**config.mk**
```make
export PLATFORM = sky130hd
export DESIGN_NAME = matchComparator
export DESIGN_NICKNAME = d
export VERILOG_FILES = /design/src/rtl/lzPkg.sv /design/src/rtl/matchComparator.sv
export VERILOG_INCLUDE_DIRS = /design/src /design/src/include
export SDC_FILE = /design/constraint.sdc
export NUM_CORES = 1
export LEC_CHECK = 0
export ABC_AREA = 1
export ABC_CLOCK_PERIOD_IN_PS = 6100
export BUFFER_PORTS_ARGS = -buffer_cell sky130_fd_sc_hd__buf_2
export CORE_ASPECT_RATIO = 0.8
export CORE_MARGIN = 3
export CORE_UTILIZATION = 48
export CTS_CLUSTER_SIZE = 10
export DETAILED_ROUTE_END_ITERATION = 10
export PLACE_DENSITY = 0.89
export SYNTH_ARGS = -nofsm -noshare
export SYNTH_HDL_FRONTEND = slang
export SYNTH_SLANG_ARGS = --single-unit
```
**constraint.sdc**
```tcl
create_clock -name clock -period 6.1 [get_ports clock]
set_clock_uncertainty 0.1 [all_clocks]
set_input_delay 1.22 -clock clock [delete_from_list [all_inputs] [get_ports clock]]
set_output_delay 1.22 -clock clock [all_outputs]
set_load 0.05 [all_outputs]
```
**src/include/lz_macros.svh**
```systemverilog
`ifndef LZ_MACROS_SVH
`define LZ_MACROS_SVH

// block geometry
`define LZ_BLOCK_DEPTH 256 // bytes per block and history
`define LZ_POS_BITS 8      // position width inside a block

// match limits
`define LZ_MAX_MATCH 15    // longest copy, fits the 4-bit length
`define LZ_MIN_MATCH 3     // shorter matches go out as literals

// hash table index width
`define LZ_HASH_BITS 8

// tokens the consumer can hold after reset
`define LZ_CREDITS 4

`endif

```
**src/rtl/lzPkg.sv**
```systemverilog
`include "lz_macros.svh"

package lzPkg;

  typedef logic [`LZ_POS_BITS-1:0] lzPos_t;    // byte index in block
  typedef logic [3:0] lzLen_t;                 // match length 0..15
  typedef logic [`LZ_POS_BITS-1:0] lzOffset_t; // distance back to match

  // controller sequence, one token at a time
  typedef enum logic [2:0] {
    sIdle,    // waiting for first byte of a block
    sLoad,    // filling the history
    sLookup,  // hash lookup at current position
    sCompare, // comparator running
    sEmit,    // token waits for credit
    sAdvance, // step position by token length
    sDone     // blockDone pulse
  } ctrlState_t;

endpackage

```
**src/rtl/matchComparator.sv**
```systemverilog
`include "lz_macros.svh"

module matchComparator import lzPkg::*; (
  input  logic                  clock,
  input  logic                  arstN,
  input  logic                  start,
  input  lzPos_t                curPos,
  input  lzPos_t                candPos,
  input  logic [`LZ_POS_BITS:0] blockLen, // 1..256
  input  logic [7:0]            cmpByteA,
  input  logic [7:0]            cmpByteB,
  output lzPos_t                addrA,
  output lzPos_t                addrB,
  output logic                  busy,
  output logic                  finished,
  output lzLen_t                matchLen
);

  lzLen_t                count;    // bytes matched so far
  logic [`LZ_POS_BITS:0] curSum;   // curPos + count without wrap
  logic                  keepGoing;

  assign addrA  = curPos + lzPos_t'(count);
  assign addrB  = candPos + lzPos_t'(count);
  assign curSum = {1'b0, curPos} + {{(`LZ_POS_BITS-3){1'b0}}, count};

  // step while bytes agree, under the cap, inside the block
  assign keepGoing = busy && (cmpByteA == cmpByteB)
                     && (count < lzLen_t'(`LZ_MAX_MATCH))
                     && (curSum < blockLen);

  assign finished = busy && !keepGoing; // last compare cycle
  assign matchLen = count;

  always_ff @(posedge clock or negedge arstN) begin
    if (!arstN) begin
      busy  <= 1'b0;
      count <= '0;
    end else if (start) begin
      busy  <= 1'b1;
      count <= '0;         // fresh match
    end else if (keepGoing) begin
      count <= count + lzLen_t'(1);
    end else if (busy) begin
      busy <= 1'b0;        // count holds the result
    end
  end

  // a match never runs past the end of the block
  aInsideBlock : assert property (
    @(posedge clock) disable iff (!arstN)
    busy |-> (curSum <= blockLen)
  );

endmodule

```
# == After elaboration in Yosys (flattened, before gate mapping) ==
# Index checks and enable logic that the tools add are counted.
# totals
out_inout_bits,22
input_bits,44
elab_cells,20
regBits,5
# op_classes
reduce_logical,6
n_addsub,4
mux,4
eq_ne,2
n_lt_le_gt_ge,2
# ops
cell,n
adder 8 x 4 -> 8 bit,2
adder 8 x 4 -> 9 bit,1
< comparator 9 bit,1
equality test 8 bit,1
2-to-1 mux 4 bit,2
"adder 4 x 1 -> 4 bit, second input constant",1
logical AND 1 bit,4
"< comparator 4 bit, second input constant",1
2-to-1 mux 1 bit,2
"!= test 2 bit, second input constant",1
nonzero test 2 bit,1
zero test 1 bit,1

# == Longest topological paths before layout ==
# Gate-level depths: netlist (run 1).
# logic_depth
word_depth,6
ltp_mapped,16
ltp_nobuf,16

# == Worst setup path after synthesis (run 1) ==
# Ideal clock, no wire load.
# synth_timing
path_kind,in2out
startpoint,in curPos[0]
endpoint,out finished
required_time_ns,4.780
n_path_buf,0
stages,15
slack_ns,0.924
arrival_ns,3.856
cell_sequence,ha_1 inv_1 fa_1 xnor2_1 ha_1 nand2_1 inv_1 nand2_1 nand2_1 nand2_1 nand2_1 nand2_4 nand3_2 nand2_1 inv_1
# synth_between
elab_chain_len,5
# synth_rtl
item,line,source
start: declaration,matchComparator.sv:7,"input lzPos_t curPos,"
adder 8 x 4 -> 9 bit,matchComparator.sv:25,"assign curSum = {1'b0, curPos} + {{(`LZ_POS_BITS-3){1'b0}}, count};"
< comparator 9 bit,matchComparator.sv:30,&& (curSum < blockLen);
logical AND 1 bit,matchComparator.sv:28,assign keepGoing = busy && (cmpByteA == cmpByteB)
zero test 1 bit,matchComparator.sv:32,assign finished = busy && !keepGoing;
logical AND 1 bit,matchComparator.sv:32,
end: declaration,matchComparator.sv:15,"output logic finished,"
# Every way passes these cells.

# == Worst setup path after layout (run 1) ==
# Same ends and word-level chain as after synthesis.

==> impl_metrics.json, run 1 <==
{
  "io_pins": 66,
  "viasPerCell": 4.62,
  "firstDrtPassIters": 4,
  "yosysWarnings": 0,
  "clock_latency_ns": 0.23,
  "p_total_uw": 153,
  "layout-drive-gt1-share_pct": 32.2,
  "clock_tree.buffer_depth": 2,
  "hold_buffers": 0,
  "path_class": "in2out",
  "synth_nets": 249,
  "hp-class": "reg2reg",
  "final_util_pct": 69.2,
  "setup_tns_ns": 0,
  "wl_per_cell_um": 9.28,
  "cts_resized": 0,
  "coreArea_mm2": 0.00221,
  "arrival_ns": 3.59,
  "portBuffers": 65,
  "cts.root.buffer_cell": "clkbuf_4",
  "hold_viol": 0,
  "hold_start": "matchLen[3]$_DFFE_PN0P_",
  "critPathSlowestCell": "fa_1",
  "start_kind": "primary input",
  "rows": 15,
  "worstMarginPinSlew_ns": 0.274,
  "ir_drop_mv": 0.0896,
  "cts.sinks": 5,
  "synthDistinctLibCells": 19,
  "drcViolationCount": 0,
  "clk_pin_slew_ns": 0.04,
  "max_stage_delay_ns": 0.42,
  "p_per_area_mw_per_mm2": 99.5,
  "drv_slew": 0,
  "cpMostUsedCell": "nand2_1",
  "grt_max_degree": 10,
  "slew_headroom_pct": 81.7,
  "critPathTopFamily": "simple AND/OR/NAND/NOR gates",
  "p_leak_uw": 0.00105,
  "ant_nets": 0,
  "die_w_um": 60.7,
  "synthCells": 186,
  "final_cell_area_mm2": 0.00153,
  "worst-path-max-fanout": 6,
  "drv_cap": 0,
  "critPathCaptureType": "primary output",
  "crit_chain": "buf_2 -> ha_1 -> inv_1 -> fa_1 -> o21ai_2 -> nand2_1 -> nor2_2 -> and3_1 -> ha_1 -> nand2_1 -> nand2_1 -> nor2_2 -> nand2_1 -> nor2_2 -> nand3_2 -> nand2_1 -> inv_1 -> buf_2",
  "worstPathBufferInverterCount": 4,
  "synth_area_mm2": 0.00115,
  "worstPathRequired_ns": 4.78,
  "period_minus_slack_ns": 4.91,
  "dp.final_hpwl_um": 2340,
  "setup_viol": 0,
  "fin_nets": 319,
  "antenna_found_initial": 0,
  "reg2reg_from": "matchLen[0]$_DFFE_PN0P_",
  "startpoint": "curPos[0]",
  "post_cts_buffers": 0,
  "dpl_cell_area_mm2": 0.00151,
  "cts_buffers": 3,
  "grt_overflow": 0,
  "seq_area_frac_synth_pct": 10.9,
  "status": "finished clean",
  "rsz0062_at_grt": "no",
  "antenna-diode-count": 0,
  "grt_pass1_vias": 1065,
  "timing.fmax_mhz": 204,
  "vias": 1293,
  "grt_usage_pct": 17.4,
  "grt_first_pass_wirelength_um": 4190,
  "min_period_over_period_pct": 80.5,
  "syn2layout_area_growth_pct": 33.3,
  "route.final.wire_length_um": 2600,
  "dieArea_mm2": 0.00302,
  "drt_iter0_markers": 18,
  "ys_ff_latch": 5,
  "cts_tree": "built",
  "synth_area_per_cell_um2": 6.18,
  "whs_ns": 0.567,
  "place_congestion": 0.774,
  "die_height_um": 49.8,
  "htreeDepth": 1,
  "start_util_pct": 51.9
}
## through the flow
stage | setup WS, ns | cells
floorplan | 0.924 | 186
global placement | 1.25 | 276
detailed placement | 1.20 | 276
CTS | 1.19 | 280
global route | 0.941 | 280
finish | 1.19 | 280
## tightest hold or removal path, cell delays in order, from the launching register on
cell     delay, ns
dfrtp_1       0.45
nand3_1       0.12
nand2_1       0.06
## cell usage in the layout, fill, tap and decap left out, types with 3 or more instances in the layout
master	synthesis	layout
dfrtp_1	5	5
xor2_1	7	7
clkbuf_4	0	3
nor2_2	10	10
xnor2_1	6	6
nand3_1	15	15
nand2_1	50	50
nor2_1	3	3
inv_1	48	48
a21oi_1	8	8
nand4_1	8	8
buf_2	0	65
ha_1	17	17
## kinds of logic after synthesis
kind of cell,synth area share (%)
XOR/XNOR,9.90
AND/OR/NAND/NOR,36.6
flip-flops,10.9
AO/OA/AOI/OAI,4.68
adder cells (fa/ha/maj),22.0
buffers and inverters,16.0
## final timing paths
| kind | to | slack, ns | cells after the start |
|---|---|---|---|
| setup reg to reg | matchLen[1]$_DFFE_PN0P_ | 3.18 | 16 |
| hold reg to reg | matchLen[3]$_DFFE_PN0P_ | 0.57 | 2 |
| max in group asynchronous | matchLen[1]$_DFFE_PN0P_ | 5.08 | 1 |
| hold / removal | matchLen[3]$_DFFE_PN0P_ | 0.57 | 2 |
| setup / recovery | finished | 1.19 | 18 |
| min in group asynchronous | matchLen[3]$_DFFE_PN0P_ | 0.69 | 1 |
## synth_stat cells (all sizes together)
master / instances / area (µm²)
dfrtp: 5 / 125
a21oi: 8 / 40.0
and3: 1 / 6.26
inv: 48 / 180
ha: 17 / 213
nand3: 16 / 85.1
xnor2: 6 / 52.6
nand4: 8 / 50.1
fa: 2 / 40.0
nor2: 13 / 73.8
o21ai: 2 / 13.8
xor2: 7 / 61.3
nand2: 52 / 205
clkinv: 1 / 3.75
## where the power goes
group	switching (µW)	total [µW]	internal [µW]
Sequential	0.364	34.1	33.7
Combinational	54.0	82.6	28.6
Clock	11.3	35.9	24.6
Total	65.7	153	86.9
## area by class of cell
cell class	instances	area, µm²
clock buffers	4	26.3
fillers	227	682
inverters	49	184
multi-input cells	132	841
flip-flops and latches	5	125
well taps	25	31.3
repair buffers	65	325
## flip-flops by register name (all words and copies together) (netlist names)
signal    count
matchLen      4
busy          1
## per-layer routing
metal / GRT usage, % / routed length (µm) / up-vias
met5: 0 / 0 / -
met4: 3.25 / 0 / 0
met3: 3.40 / 223 / 0
met2: 27.2 / 1080 / 42
met1: 24.6 / 1300 / 536
li1: - / - / 715
No activity file was read; power rests on OpenSTA's default activity.
==> run 2: changes to the inputs <==
ABC_AREA = 0   (was 1)
ABC_CLOCK_PERIOD_IN_PS = 5100   (was 6100)
CORE_UTILIZATION = 42   (was 48)
PLACE_DENSITY = 0.83   (was 0.89)
clock period = 5.1 ns   (was 6.1 ns; I/O delays follow)
==> run 2 against run 1 <==
Compared with the run above: combinational power up 14%; critical path type unchanged; clock-buffer cell count unchanged; non-clock buffer count unchanged; die area down 0.45%; setup slack worse by 1.0 ns; largest power group unchanged; largest cell class unchanged; utilization down 4.7 points; clock power up 28%; final cell count down 26%; area after synthesis down 13%.
==> impl_metrics.json, run 2 <==
{
  "firstDrtPassIters": 6,
  "path_class": "in2out",
  "grt_pass1_vias": 1108,
  "yosysWarnings": 0,
  "yosysMostFrequentCell": "ha_1",
  "synth_nets": 177,
  "clk_pin_slew_ns": 0.04,
  "die_height_um": 49.7,
  "place_congestion": 0.814,
  "route.final.wire_length_um": 2840,
  "clkPwrFrac_pct": 25.4,
  "seqPwrFrac_pct": 22.6,
  "io_pins": 66,
  "cts.root.buffer_cell": "clkbuf_4",
  "switching_share_pct": 42.0,
  "worstMarginPinSlew_ns": 0.428,
  "critPathSlowestCell": "a2111oi_4",
  "dpl_cell_area_mm2": 0.00140,
  "drt_iter0_markers": 30,
  "hp-class": "in2async",
  "layout_common_cells": "buf_2, ha_1, inv_1",
  "largest_reg_flops": 4,
  "viasPerCell": 5.19,
  "ir_drop_mv": 0.170,
  "syn2layout_area_growth_pct": 42.7,
  "final_common_cell": "buf_2",
  "final_cell_area_mm2": 0.00143,
  "ant_nets": 0,
  "rows": 15,
  "period_minus_slack_ns": 4.93,
  "min_period_over_period_pct": 96.7,
  "timing.fmax_mhz": 203,
  "cts.sinks": 5,
  "p_leak_uw": 0.000814,
  "arrival_ns": 3.81,
  "htreeDepth": 1,
  "synth_top_cell_area_share_pct": 21.3,
  "fin_cells": 208,
  "layout-drive-gt1-share_pct": 43.2,
  "drv_slew": 0,
  "antenna-diode-count": 0,
  "antenna_found_initial": 0,
  "worst-path-max-fanout": 4,
  "hold_viol": 0,
  "clock_latency_ns": 0.24,
  "vias": 1080,
  "p_switching_uw": 75.7,
  "portBuffers": 65,
  "setup_tns_ns": 0,
  "synth_top_flop_cell": "dfrtp_1",
  "crit_chain": "buf_2 -> ha_1 -> a21o_1 -> a21oi_1 -> nor2b_1 -> o2111ai_1 -> xnor2_2 -> ha_1 -> a21o_1 -> a2111oi_4 -> nand3_2 -> a21oi_4 -> nor2b_1 -> buf_2",
  "synthDistinctLibCells": 24,
  "synth_area_leaders": "ha_1, dfrtp_1, xnor2_1",
  "ys_async_sr_fraction_pct": 100,
  "slew_headroom_pct": 71.3,
  "place_inst": 204,
  "p_per_area_mw_per_mm2": 126,
  "max_stage_delay_ns": 0.38,
  "worstPathBufferInverterCount": 2,
  "grt_overflow": 0,
  "grt_first_pass_wirelength_um": 4440,
  "synth_top_area_cell": "ha_1",
  "cts_tree": "built",
  "final_util_pct": 64.5,
  "grt_max_degree": 10,
  "cts_buffers": 3,
  "hold_buffers": 0,
  "setup_viol": 0,
  "worstPathRequired_ns": 3.98,
  "synthCells": 114,
  "drcViolationCount": 0,
  "ys_ff_latch": 5,
  "critPathTopFamily": "compound AO/OA/AOI/OAI gates",
  "synth_edf_count": 0,
  "synth_area_per_cell_um2": 8.78,
  "internal-power_uw": 105,
  "start_util_pct": 45.2,
  "fin_nets": 247,
  "drv_cap": 0,
  "grt_usage_pct": 19.0,
  "synth_common_cells": "ha_1, inv_1, nor2b_1",
  "p_total_uw": 180,
  "die_w_um": 60.6,
  "critPathCaptureType": "primary output",
  "status": "finished clean",
  "dieArea_mm2": 0.00301,
  "dp.final_hpwl_um": 2500,
  "coreArea_mm2": 0.00221,
  "wl_per_cell_um": 13.6,
  "synth_area_mm2": 0.00100,
  "seq_area_frac_synth_pct": 12.5,
  "pwr-share-comb_pct": 52.0,
  "start_kind": "primary input",
  "clock_tree.buffer_depth": 2
}
run 2: changes by cell type in the layout (fill, tap and decap cells not counted), moves of 5 or more:
cell | before | now
nand2_1 | 50 | 0
inv_1 | 48 | 15
nand3_1 | 15 | 2
nor2b_1 | 0 | 11
nor2_2 | 10 | 0
nand2b_1 | 0 | 6
nand4_1 | 8 | 3
run 2: path summary, 6_finish.rpt:
kind | start | to | slack (ns) | cells past startpoint
max | curPos[1] | finished | 0.17 | 14
min | arstN | matchLen[0]$_DFFE_PN0P_ | 0.49 | 1
max reg2reg | matchLen[0]$_DFFE_PN0P_ | matchLen[0]$_DFFE_PN0P_ | 1.58 | 14
min reg2reg | matchLen[2]$_DFFE_PN0P_ | matchLen[2]$_DFFE_PN0P_ | 0.62 | 2
max in group asynchronous | arstN | matchLen[2]$_DFFE_PN0P_ | 4.28 | 1
min in group clock | matchLen[2]$_DFFE_PN0P_ | matchLen[2]$_DFFE_PN0P_ | 0.62 | 2
run 2: timing repair:
action                     in CTS  in global routing
resized for setup               0                  2
buffers inserted                0                  0
setup endpoints to repair       0                  1
run 2: metal layers:
metal | up-vias | share of wire [%] | GRT usage (%)
li1 | 535 | - | -
met1 | 497 | 37 | 20.1
met2 | 44 | 55 | 36.8
met3 | 4 | 6.6 | 4.45
met4 | 0 | 0.53 | 3.61
met5 | - | 0 | 0
run 2: cells by family (layout without fill, tap and decap cells):
| logic type | after synthesis | after routing | share of synthesized area, % |
|---|---|---|---|
| compound gates | 20 | 20 | 15.0 |
| xor+xnor | 19 | 19 | 16.6 |
| fa+ha+maj | 19 | 19 | 25.2 |
| buf+inv | 15 | 84 | 5.62 |
| flops | 5 | 5 | 12.5 |
| mux | 4 | 4 | 4.37 |
| simple gates | 32 | 32 | 20.6 |
run 2: stage by stage:
step	hold slack [ns]	setup WS [ns]
after floorplan	0.624	0.0395
after global placement	0.560	0.266
after detailed placement	0.615	0.141
after CTS	0.485	0.134
after global routing	0.476	-0.0235
final	0.486	0.168
run 2: cell type report:
class | instances | area, µm²
Clock buffer | 4 | 26.3
Multi-Input combinational cell | 94 | 865
Inverter | 15 | 56.3
Sequential cell | 5 | 125
Fill cell | 208 | 786
Timing Repair Buffer | 65 | 325
Tap cell | 25 | 31.3
run 2: power groups by stage:
stage | registers (µW) | clock network, µW | logic (µW)
2_1_floorplan | 42.7 | 0 | 58.0
3_3_place_gp | 41.2 | 0 | 89.7
3_5_place_dp | 41.3 | 0 | 93.1
4_1_cts | 40.7 | 46.8 | 93.4
5_1_grt | 40.7 | 50.5 | 102
6_report | 40.7 | 45.8 | 93.8
==> run 3: changes to the inputs <==
BUFFER_PORTS_ARGS = -buffer_cell sky130_fd_sc_hd__buf_4   (was -buffer_cell sky130_fd_sc_hd__buf_2)
==> run 3 against run 2 <==
Compared with the run above: total power grew 7.1%; via count down 0.74%; die area unchanged; critical path depth rose by 2; sequential share of layout area fell by 0.93 points; sequential power barely moved; fmax up 0.66%; flip-flop and latch count unchanged; clock-buffer cell count stayed put; critical endpoint unchanged.
==> impl_metrics.json, run 3 (synthesized netlist as in run 2, its figures left out) <==
{
  "status": "finished clean",
  "antenna_found_initial": 0,
  "preCtsSetupSlack_ns": 0.174,
  "hold_viol": 0,
  "clock_latency_ns": 0.23,
  "portBuffers": 65,
  "reg2reg_from": "matchLen[0]$_DFFE_PN0P_",
  "ant_nets": 0,
  "worstPathRequired_ns": 3.98,
  "start_kind": "primary input",
  "slew_headroom_pct": 71.9,
  "min_period_over_period_pct": 96.1,
  "grt_usage_pct": 20.3,
  "cts.root.buffer_cell": "clkbuf_4",
  "final_cell_area_mm2": 0.00160,
  "whs_ns": 0.479,
  "max_stage_delay_ns": 0.42,
  "r2r_slack_ns": 1.57,
  "timing.fmax_mhz": 204,
  "start_util_pct": 45.2,
  "path_class": "in2out",
  "drt_iter0_markers": 18,
  "p_leak_uw": 0.000867,
  "drcViolationCount": 0,
  "crit_chain": "buf_4 -> ha_1 -> inv_1 -> fa_1 -> nor2b_1 -> o21ai_0 -> nand2b_1 -> nand3_1 -> xnor2_2 -> ha_1 -> a21o_1 -> a2111oi_4 -> nand3_2 -> a21oi_4 -> nor2b_1 -> buf_4",
  "clock_tree.buffer_depth": 2,
  "arrival_ns": 3.78,
  "setup_viol": 0,
  "worst-path-max-fanout": 4,
  "layout-drive-gt1-share_pct": 43.7,
  "cts_tree": "built",
  "r2r-end": "matchLen[2]$_DFFE_PN0P_",
  "grt_first_pass_wirelength_um": 4820,
  "io_pins": 66,
  "viasPerCell": 5.15,
  "hp-class": "in2async",
  "critPathCaptureType": "primary output",
  "cts_buffers": 3,
  "rr_worst_depth": 14,
  "drv_cap": 0,
  "dieArea_mm2": 0.00301,
  "grt_overflow": 0,
  "final_util_pct": 72.1,
  "p_per_area_mw_per_mm2": 121,
  "grt_pass1_vias": 1113,
  "antenna-diode-count": 0,
  "startpoint": "curPos[0]",
  "route.final.wire_length_um": 3020,
  "wl_per_cell_um": 14.5,
  "firstDrtPassIters": 4,
  "crit_end": "finished",
  "cts.sinks": 5,
  "drv_slew": 0,
  "dpl_cell_area_mm2": 0.00156,
  "ir_drop_mv": 0.0980,
  "largest_reg_flops": 4,
  "layout_common_cells": "buf_4, ha_1, inv_1",
  "dp.final_hpwl_um": 2710,
  "final_common_cell": "buf_4",
  "rsz0062_at_grt": "no",
  "die_w_um": 60.6,
  "setup_tns_ns": 0,
  "fin_ws_ns": 0.200,
  "vias": 1072,
  "grt_max_degree": 10,
  "critPathSlowestCell": "fa_1",
  "coreArea_mm2": 0.00221,
  "rows": 15,
  "htreeDepth": 1,
  "syn2layout_area_growth_pct": 59.6,
  "fin_nets": 247,
  "post_cts_buffers": 0,
  "period_minus_slack_ns": 4.90,
  "worstMarginPinSlew_ns": 0.419,
  "place_congestion": 0.780,
  "clk_pin_slew_ns": 0.04,
  "die_height_um": 49.7
}
==> run 3: how the worst min path moves through the flow <==
stage                                          to  slack [ns]  cells after the start
final                     matchLen[0]$_DFFE_PN0P_        0.48                      1
after global routing      matchLen[2]$_DFFE_PN0P_        0.48                      1
after CTS                 matchLen[2]$_DFFE_PN0P_        0.48                      1
after detailed placement  matchLen[1]$_DFFE_PN0P_        0.59                      2
after global placement    matchLen[1]$_DFFE_PN0P_        0.56                      2
after floorplan                  busy$_DFFE_PN0P_        0.62                      0
==> run 3: routing by layer <==
layer  wire length [µm]  global-route usage [%]  vias up
met1               1150                    23.2      495
li1                   -                       -      533
met5                  0                       0        -
met2               1650                    39.7       40
met3                190                    1.83        4
met4                 26                    3.61        0
==> run 3: timing repair <==
item                                   in CTS  in global routing
hold buffers                                0                  0
resized for setup                           0                  3
setup endpoints to repair                   0                  1
endpoints found under the hold margin       0                  0
==> run 3: critical path: cells and delay by family <==
kind / cells / cell delay, ns
AOI/OAI and AO/OA: 4 / 0.86
xor gates and xnor gates: 1 / 0.17
adders and majority gates: 3 / 0.75
buffers and inverters: 3 / 0.32
and+or+nand+nor: 5 / 0.66
==> run 3: through the flow <==
stage | instances | power [µW]
after detailed placement | 204 | 150
after global routing | 208 | 204
after floorplan | 114 | 101
after CTS | 208 | 194
final | 208 | 193
after global placement | 204 | 146
==> run 3: layout make-up <==
class,instances,area (µm²)
multi-input combinational,94,871
fill,175,617
timing repair buffer,65,488
sequential,5,125
inverter,15,56.3
tap,25,31.3
clock buffer,4,26.3
==> run 3: power breakdown <==
group          switching (µW)  total, µW  internal, µW
clock                    14.1       43.5          29.4
combinational            60.3        109          48.6
sequential              0.477       40.8          40.3
